[src/verilog/simd_pkg.sv]
package simd_pkg;

    // ====================
    // widths
    // ====================

    // one host instruction word
    typedef logic [31:0] insn_t;

    // core data word, one lane of stream_d
    typedef logic [15:0] word_t;

    // register number, four registers per core
    typedef logic [1:0] reg_idx_t;

    // local store address, four words per core
    typedef logic [1:0] mem_addr_t;

    // ====================
    // opcodes
    // ====================

    typedef enum logic [3:0] {
        op_nop  = 4'd0,
        op_li   = 4'd1,
        op_lid  = 4'd2,
        op_add  = 4'd3,
        op_sub  = 4'd4,
        op_mul  = 4'd5,
        op_st   = 4'd6,
        op_last = 4'd7
    } opcode_t;

    // ====================
    // instruction fields
    // ====================

    localparam int insn_op_hi      = 31;
    localparam int insn_op_lo      = 28;
    localparam int insn_rd_hi      = 27;
    localparam int insn_rd_lo      = 26;
    localparam int insn_rs_hi      = 25;
    localparam int insn_rs_lo      = 24;
    // li immediate
    localparam int insn_imm_hi     = 15;
    localparam int insn_imm_lo     = 0;
    // st address
    localparam int insn_st_hi      = 1;
    localparam int insn_st_lo      = 0;
    // last window, first and final address
    localparam int insn_win_ini_hi = 1;
    localparam int insn_win_ini_lo = 0;
    localparam int insn_win_fin_hi = 3;
    localparam int insn_win_fin_lo = 2;

endpackage

[src/verilog/agu.sv]
module agu
    import simd_pkg::*;
#(
    parameter int W = $bits(mem_addr_t)
)
(
    input  logic         clk,
    input  logic         rst,
    // step enable
    input  logic         en,
    // load ini
    input  logic         start,
    input  logic [W-1:0] ini,
    input  logic [W-1:0] fin,
    output logic [W-1:0] data,
    // data sits on fin
    output logic         last
);

    // ====================
    // counter
    // ====================

    always_ff @(posedge clk) begin
        if (rst) begin
            data <= '0;
        end else if (start) begin
            data <= ini;
        end else if (en && (data != fin)) begin
            // stops on fin, never wraps
            data <= data + 1'b1;
        end
    end

    assign last = (data == fin);

endmodule

[src/verilog/insn_decode.sv]
module insn_decode
    import simd_pkg::*;
(
    input  logic      clk,
    input  logic      rst,
    // host side, four-phase
    input  logic      req,
    input  insn_t     insn,
    output logic      ack,
    // result side still draining
    input  logic      stream_busy,
    // issue to the cores
    output logic      insn_v,
    output opcode_t   op,
    output reg_idx_t  rd,
    output reg_idx_t  rs,
    output word_t     imm,
    output mem_addr_t st_addr,
    // window latched from op_last
    output mem_addr_t win_ini,
    output mem_addr_t win_fin
);

    // ====================
    // handshake FSM
    // ====================

    // acked lasts one cycle, that cycle is the issue strobe
    typedef enum logic [1:0] {
        st_idle,
        st_acked,
        st_wait_low
    } state_t;

    state_t state;

    always_ff @(posedge clk) begin
        if (rst) begin
            state <= st_idle;
        end else begin
            case (state)
                st_idle: begin
                    // no new word while a stream is pending
                    if (req && !stream_busy) begin
                        state <= st_acked;
                    end
                end
                st_acked: begin
                    // host may already have dropped req
                    if (req) begin
                        state <= st_wait_low;
                    end else begin
                        state <= st_idle;
                    end
                end
                st_wait_low: begin
                    if (!req) begin
                        state <= st_idle;
                    end
                end
                default: begin
                    state <= st_idle;
                end
            endcase
        end
    end

    // ack high in both non-idle states
    assign ack = (state != st_idle);

    // one pulse per accepted word, same cycle as ack rising
    assign insn_v = (state == st_acked);

    // ====================
    // field capture
    // ====================

    // payload only, taken on the accepting edge
    always_ff @(posedge clk) begin
        if (state == st_idle && req && !stream_busy) begin
            op      <= opcode_t'(insn[insn_op_hi:insn_op_lo]);
            rd      <= insn[insn_rd_hi:insn_rd_lo];
            rs      <= insn[insn_rs_hi:insn_rs_lo];
            imm     <= insn[insn_imm_hi:insn_imm_lo];
            st_addr <= insn[insn_st_hi:insn_st_lo];
            // window kept until the next op_last
            if (opcode_t'(insn[insn_op_hi:insn_op_lo]) == op_last) begin
                win_ini <= insn[insn_win_ini_hi:insn_win_ini_lo];
                win_fin <= insn[insn_win_fin_hi:insn_win_fin_lo];
            end
        end
    end

endmodule

[src/verilog/core_exec.sv]
module core_exec
    import simd_pkg::*;
#(
    parameter int CORENUM = 4
)
(
    input  logic                       clk,
    input  logic                       rst,
    // fixed position in the array
    input  logic [$clog2(CORENUM)-1:0] core_id,
    // broadcast instruction
    input  logic                       insn_v,
    input  opcode_t                    op,
    input  reg_idx_t                   rd,
    input  reg_idx_t                   rs,
    input  word_t                      imm,
    input  mem_addr_t                  st_addr,
    // stream read port
    input  mem_addr_t                  rd_addr,
    input  logic                       stream_v,
    output word_t                      rd_data,
    // op_last seen
    output logic                       last
);

    // ====================
    // state
    // ====================

    // four registers
    word_t regs [4];

    // four-word local store
    word_t store [4];

    // ====================
    // ALU
    // ====================

    word_t src_a;
    word_t src_b;
    word_t alu_res;

    assign src_a = regs[rd];
    assign src_b = regs[rs];

    // 16-bit context, results wrap
    always_comb begin
        case (op)
            op_add: alu_res = src_a + src_b;
            op_sub: alu_res = src_a - src_b;
            // low half of the product only
            op_mul: alu_res = src_a * src_b;
            default: alu_res = src_a;
        endcase
    end

    // ====================
    // execute
    // ====================

    always_ff @(posedge clk) begin
        if (insn_v) begin
            case (op)
                op_li: begin
                    regs[rd] <= imm;
                end
                op_lid: begin
                    // zero-extended core index
                    regs[rd] <= word_t'(core_id);
                end
                op_add, op_sub, op_mul: begin
                    regs[rd] <= alu_res;
                end
                op_st: begin
                    store[st_addr] <= src_b;
                end
                default: begin
                end
            endcase
        end
    end

    // read port, moves only while the window advances
    always_ff @(posedge clk) begin
        if (stream_v) begin
            rd_data <= store[rd_addr];
        end
    end

    // one-cycle flag, the cycle after op_last
    always_ff @(posedge clk) begin
        if (rst) begin
            last <= 1'b0;
        end else begin
            last <= insn_v && (op == op_last);
        end
    end

endmodule

[src/verilog/stream_ctrl.sv]
module stream_ctrl
    import simd_pkg::*;
#(
    parameter int CORENUM = 4
)
(
    input  logic               clk,
    input  logic               rst,
    // one flag per core
    input  logic [CORENUM-1:0] last,
    input  logic               dst_ready,
    // window from decode
    input  mem_addr_t          win_ini,
    input  mem_addr_t          win_fin,
    output logic               dst_valid,
    output logic               dst_last,
    // read enable for agu and core ports
    output logic               stream_v,
    output logic               stream_busy,
    output mem_addr_t          rd_addr
);

    // flow
    // last -> last_n -> last_nn -> start (with dst_ready)
    // start -> stream_active -> dst_valid / dst_last
    // pending holds last_nn through low dst_ready

    logic last_any;
    logic last_n;
    logic last_nn;
    logic pending;
    logic start;
    logic stream_active;
    logic agu_last;

    // ====================
    // last detect
    // ====================

    // any core flags op_last
    assign last_any = |last;

    // two cycles of slack after op_last
    always_ff @(posedge clk) begin
        if (rst) begin
            last_n  <= 1'b0;
            last_nn <= 1'b0;
        end else begin
            last_n  <= last_any;
            last_nn <= last_n;
        end
    end

    // remember the request while the sink is stalled
    always_ff @(posedge clk) begin
        if (rst) begin
            pending <= 1'b0;
        end else if (start) begin
            pending <= 1'b0;
        end else if (last_nn) begin
            pending <= 1'b1;
        end
    end

    // loads agu with win_ini
    assign start = (last_nn || pending) && dst_ready;

    // ====================
    // window sequencing
    // ====================

    // up from start until the final address is read
    always_ff @(posedge clk) begin
        if (rst) begin
            stream_active <= 1'b0;
        end else if (start) begin
            stream_active <= 1'b1;
        end else if (stream_v && agu_last) begin
            stream_active <= 1'b0;
        end
    end

    // one address read per accepted cycle
    assign stream_v = stream_active && dst_ready;

    agu #(
        .W($bits(mem_addr_t))
    ) agu_win (
        .clk   (clk),
        .rst   (rst),
        .en    (stream_v),
        .start (start),
        .ini   (win_ini),
        .fin   (win_fin),
        .data  (rd_addr),
        .last  (agu_last)
    );

    // ====================
    // output flags
    // ====================

    // registered beside the core read ports, so stream_d lines up
    always_ff @(posedge clk) begin
        if (rst) begin
            dst_valid <= 1'b0;
            dst_last  <= 1'b0;
        end else if (dst_ready) begin
            dst_valid <= stream_active;
            dst_last  <= stream_active && agu_last;
        end
    end

    // from first flag until the final beat leaves
    assign stream_busy = last_any || last_n || last_nn || pending
                         || stream_active || dst_valid;

endmodule

[src/verilog/simd_stream_top.sv]
module simd_stream_top
    import simd_pkg::*;
#(
    parameter int CORENUM = 4
)
(
    input  logic                               clk,
    input  logic                               rst,
    // host
    input  logic                               req,
    input  insn_t                              insn,
    output logic                               ack,
    // result stream
    input  logic                               dst_ready,
    output logic                               dst_valid,
    output logic                               dst_last,
    output logic [CORENUM*$bits(word_t)-1:0]   stream_d
);

    localparam int idx_w = $clog2(CORENUM);

    // ====================
    // decode
    // ====================

    logic      insn_v;
    opcode_t   op;
    reg_idx_t  rd;
    reg_idx_t  rs;
    word_t     imm;
    mem_addr_t st_addr;
    mem_addr_t win_ini;
    mem_addr_t win_fin;
    logic      stream_busy;

    insn_decode dec0 (
        .clk         (clk),
        .rst         (rst),
        .req         (req),
        .insn        (insn),
        .ack         (ack),
        .stream_busy (stream_busy),
        .insn_v      (insn_v),
        .op          (op),
        .rd          (rd),
        .rs          (rs),
        .imm         (imm),
        .st_addr     (st_addr),
        .win_ini     (win_ini),
        .win_fin     (win_fin)
    );

    // ====================
    // core array
    // ====================

    logic [CORENUM-1:0] last;
    logic               stream_v;
    mem_addr_t          rd_addr;

    // core 0 in the low lane
    for (genvar g = 0; g < CORENUM; g++) begin : g_core
        localparam logic [idx_w-1:0] core_idx = g;

        core_exec #(
            .CORENUM(CORENUM)
        ) core (
            .clk      (clk),
            .rst      (rst),
            .core_id  (core_idx),
            .insn_v   (insn_v),
            .op       (op),
            .rd       (rd),
            .rs       (rs),
            .imm      (imm),
            .st_addr  (st_addr),
            .rd_addr  (rd_addr),
            .stream_v (stream_v),
            .rd_data  (stream_d[g*$bits(word_t) +: $bits(word_t)]),
            .last     (last[g])
        );
    end

    // ====================
    // result side
    // ====================

    stream_ctrl #(
        .CORENUM(CORENUM)
    ) sctl0 (
        .clk         (clk),
        .rst         (rst),
        .last        (last),
        .dst_ready   (dst_ready),
        .win_ini     (win_ini),
        .win_fin     (win_fin),
        .dst_valid   (dst_valid),
        .dst_last    (dst_last),
        .stream_v    (stream_v),
        .stream_busy (stream_busy),
        .rd_addr     (rd_addr)
    );

endmodule

[config.mk]
export PLATFORM = sky130hd
export DESIGN_NAME = simd_stream_top
export DESIGN_NICKNAME = d
export VERILOG_FILES = /design/src/verilog/simd_pkg.sv /design/src/verilog/agu.sv /design/src/verilog/insn_decode.sv /design/src/verilog/core_exec.sv /design/src/verilog/stream_ctrl.sv /design/src/verilog/simd_stream_top.sv
export SDC_FILE = /design/constraint.sdc
export NUM_CORES = 2
export LEC_CHECK = 0
export BUFFER_PORTS_ARGS = -buffer_cell sky130_fd_sc_hd__buf_2
export CAP_MARGIN = 30
export CORE_ASPECT_RATIO = 1.1
export CORE_MARGIN = 2
export CORE_UTILIZATION = 39
export CTS_BUF_LIST = sky130_fd_sc_hd__clkbuf_2 sky130_fd_sc_hd__clkbuf_4 sky130_fd_sc_hd__clkbuf_8
export CTS_CLUSTER_DIAMETER = 150
export DETAILED_ROUTE_END_ITERATION = 6
export SYNTH_ARGS = -nofsm -noshare
export SYNTH_HDL_FRONTEND = slang
export SYNTH_SLANG_ARGS = --single-unit
[constraint.sdc]
create_clock -name clk -period 9.11 [get_ports clk]
set_input_delay 0.911 -clock clk [delete_from_list [all_inputs] [get_ports clk]]
set_output_delay 0.911 -clock clk [all_outputs]
set_load 0.01 [all_outputs]
==> results.ini <==
[placed_design]
port_buffers=94
dp_cells=5001
post-dp-hpwl_mm=70.9
gp_congestion=0.847

[logic_synthesis]
ys.flop_type=edfxtp_1
synth-edff-count=604
yosysSeqAreaShare_pct=42.0
synth_simple_gate_area_share_pct=9.63
synth.avg_cell_area_sq_um=12.5
syn_nets=4143
netlist.area_leader.share_pct=41.3
synth_xor_area_share_pct=5.40
synth_fa_ha_area_share_pct=22.3
synth_compound_area_share_pct=4.95
ys_ff_latch=619
yosys_warnings=0
ys_top_cells_by_count=edfxtp_1 (604), inv_1 (496), nand2_1 (366)
synth_top_family_by_area=adder cells
yosys-top-cells-area=edfxtp_1 (41%), fa_1 (15%), mux4_2 (9.8%)
synth_cells=3519
yosys.area.top_type=edfxtp_1
syn_area_sq_um=43900
yosysUniqueCellTypes=72
synthMuxAreaShare_pct=9.94
synth-async-reset-ratio_pct=0
synth.most_common_cell=edfxtp_1

[routing]
wl_met1_mm=44.8
drt-initial-drc-count=1745
drc=0
dr_wl_met3_mm=6.49
ant_nets=0
routed_wirelength_mm=108
viasPerCell=5.24
avgRoutedWirePerCell_microns=20.9
drtPass1Iterations=5
highest_layer=met4
dr_wl_met2_mm=53.6
via_count=27115

[pwr]
power.leakage_nw=18.6
power.total_mw=18.4
peakVddDrop_mv=0.398
power_density_nw_per_um2=383

[outcome]
status=finished, final reports clean

[cts]
cts_max_level=3
tritoncts.num_buffers=96
clkLatencyLatePin_ps=810
clock-sinks=619
cts_hold_buf=0
cts_setup_buffers=0
cts-resized-gates=0
cts_tree=built
cts_buffer_depth=3
cts_root_buf=clkbuf_8
path_clk_slew_ps=60

[global_routing]
first_global_vias=28683
grt_max_degree=59
grt_use_total_pct=19.2
grt_pass1_wl_mm=168
overflow=0
antenna_found_initial=3

[setup_path]
cpMaxStageDelayCell=dfxtp_4
max_stage_delay_ps=950
critPathRequiredTime_ps=9540
crit_family=adder cells
worstSetupStartpointType=flip-flop
reg2reg_slack_ps=1740
setup.worst_path.class=reg2reg
worst_ep_arrival_time_ps=7800
cp_max_fo=41
cp_num_buf_inv=4
cp-end-kind=flip-flop
crit_top_cell=fa_1
path_cells=mux4_2, and2_1, fa_1, inv_1, fa_1, fa_1, fa_1, inv_1, fa_1, inv_1, fa_1, inv_1, ha_1, and3_1, a311oi_1, o21bai_1, a21oi_1, xor2_1, o221ai_1

[floorplanning]
dieWidth_microns=324
coreArea_sq_um=112000
die_y_microns=356
fp.dieArea_sq_um=115000
num_rows=129
initial_core_util_pct=39.2
ios=103

[sta]
timing.hold.ws_ps=287
tightest_slew_ps=1000
post-route-min-period_ps=7370
fin_crit_sh_pct=80.9
relSlewSlack_pct=33.2
finalSetupViolCount=0
fin_worst_skew_ps=47.1
rsz0062_at_grt=false
fin_tns_setup_ps=0
slew_viol_final=0
final-hold-violation-count=0
fmax_mhz=136

[cells_and_area]
drive_above_1_share_pct=13.8
layout.nets=4217
fill_cells=10530
area_growth_pct=9.08
utilization_pct=42.8
instances_no_fill=5177

[flow_run]
maxCapViolCount=0

[worst_hold_path]
min_path_type=in2reg

==> report_power, final <==
| group | switching [mW] | internal (mW) | total, mW | leakage (nW) |
|---|---|---|---|---|
| registers | 0.0578 | 3.21 | 3.26 | 5.57 |
| logic | 7.10 | 5.59 | 12.7 | 12.0 |
| clock network | 1.16 | 1.24 | 2.40 | 1.03 |
==> cell families (layout without fill, tap and decap cells) <==
family | after synthesis | after routing
and+or+nand+nor | 867 | 867
buffers and inverters | 647 | 798
muxes | 196 | 196
adders and majority gates | 588 | 588
other | 0 | 1
DFF | 619 | 619
AOI/OAI and AO/OA | 335 | 335
xor gates and xnor gates | 267 | 267
==> layout by cell type (no fill, tap or decap), types with 5 or more instances in the layout <==
cell,instances
nand3_1,15
or3_1,7
buf_4,31
o21bai_1,19
o21ai_0,83
and2_1,269
clkbuf_8,96
ha_1,264
clkinv_1,19
o221ai_1,10
edfxtp_1,604
nor2_1,112
clkinv_2,16
nand2b_1,13
inv_1,495
o211ai_1,13
clkbuf_4,29
buf_2,94
fa_1,324
nor3_1,28
a31oi_1,8
mux4_2,192
nor2b_1,14
a22oi_1,30
o21a_1,13
a21oi_1,83
xnor2_1,194
dfxtp_1,9
nand2_1,366
o41ai_1,8
dfxtp_4,6
a211oi_1,6
o31ai_1,10
a21o_1,18
xor2_1,70
nor3_2,5
and3_1,6
==> per-stage QoR <==
| step | area, sq um | worst slack [ps] |
|---|---|---|
| floorplan | 43900 | 2530 |
| global placement | 45900 | 1800 |
| detailed placement | 46000 | 1730 |
| CTS | 47900 | 1700 |
| global route | 47900 | 1380 |
| finish | 47900 | 1740 |
==> per-layer routing <==
metal | GRT usage [%] | vias to the layer above
met3 | 2.97 | 192
met2 | 32.8 | 805
met1 | 25.0 | 13891
met5 | 0 | -
li1 | - | 12227
met4 | 6.35 | 0
==> worst register-to-register path: stages (launching register included) <==
cell	delay, ps
dfxtp_4	950
mux4_2	950
and2_1	280
fa_1	530
inv_1	50
fa_1	470
fa_1	450
fa_1	490
inv_1	60
fa_1	530
inv_1	50
fa_1	470
inv_1	40
ha_1	330
and3_1	210
a311oi_1	420
o21bai_1	110
a21oi_1	180
xor2_1	200
o221ai_1	230
==> cell type report <==
type	instances	area, sq um	share of cell area, %
Multi-Input combinational cell	2253	23000	48.0
Tap cell	1506	1880	3.93
Clock buffer	125	1540	3.21
Antenna cell	1	2.50	0.00522
Sequential cell	619	18500	38.5
Timing Repair Buffer	127	751	1.57
Inverter	496	1860	3.89
Clock inverter	50	420	0.877
==> registers in the layout, summed over array words and instances (netlist names), named ones only <==
signal	flops
g_core.core.last	1
g_core.core.regs	256
dec0.st_addr	1
sctl0.pending	1
sctl0.dst_last	1
dec0.rs	2
dec0.win_ini	2
dec0.rd	2
g_core.core.store	256
sctl0.stream_active	1
sctl0.last_nn	1
dec0.imm	15
sctl0.dst_valid	1
dec0.win_fin	2
g_core.core.rd_data	64
sctl0.last_n	1
sctl0.agu_win.data	2
dec0.op	4
dec0.state	2
==> final timing paths <==
kind	start	endpoint	cells after the start
min	insn[9]	dec0.imm[9]	1
max reg2reg	flip-flop	g_core[1].core.regs[1][14]	19
max	flip-flop	g_core[1].core.regs[1][14]	19
min reg2reg	dec0.rs[0]	flip-flop	2
Note: power is estimated with default switching activity, not from simulation.
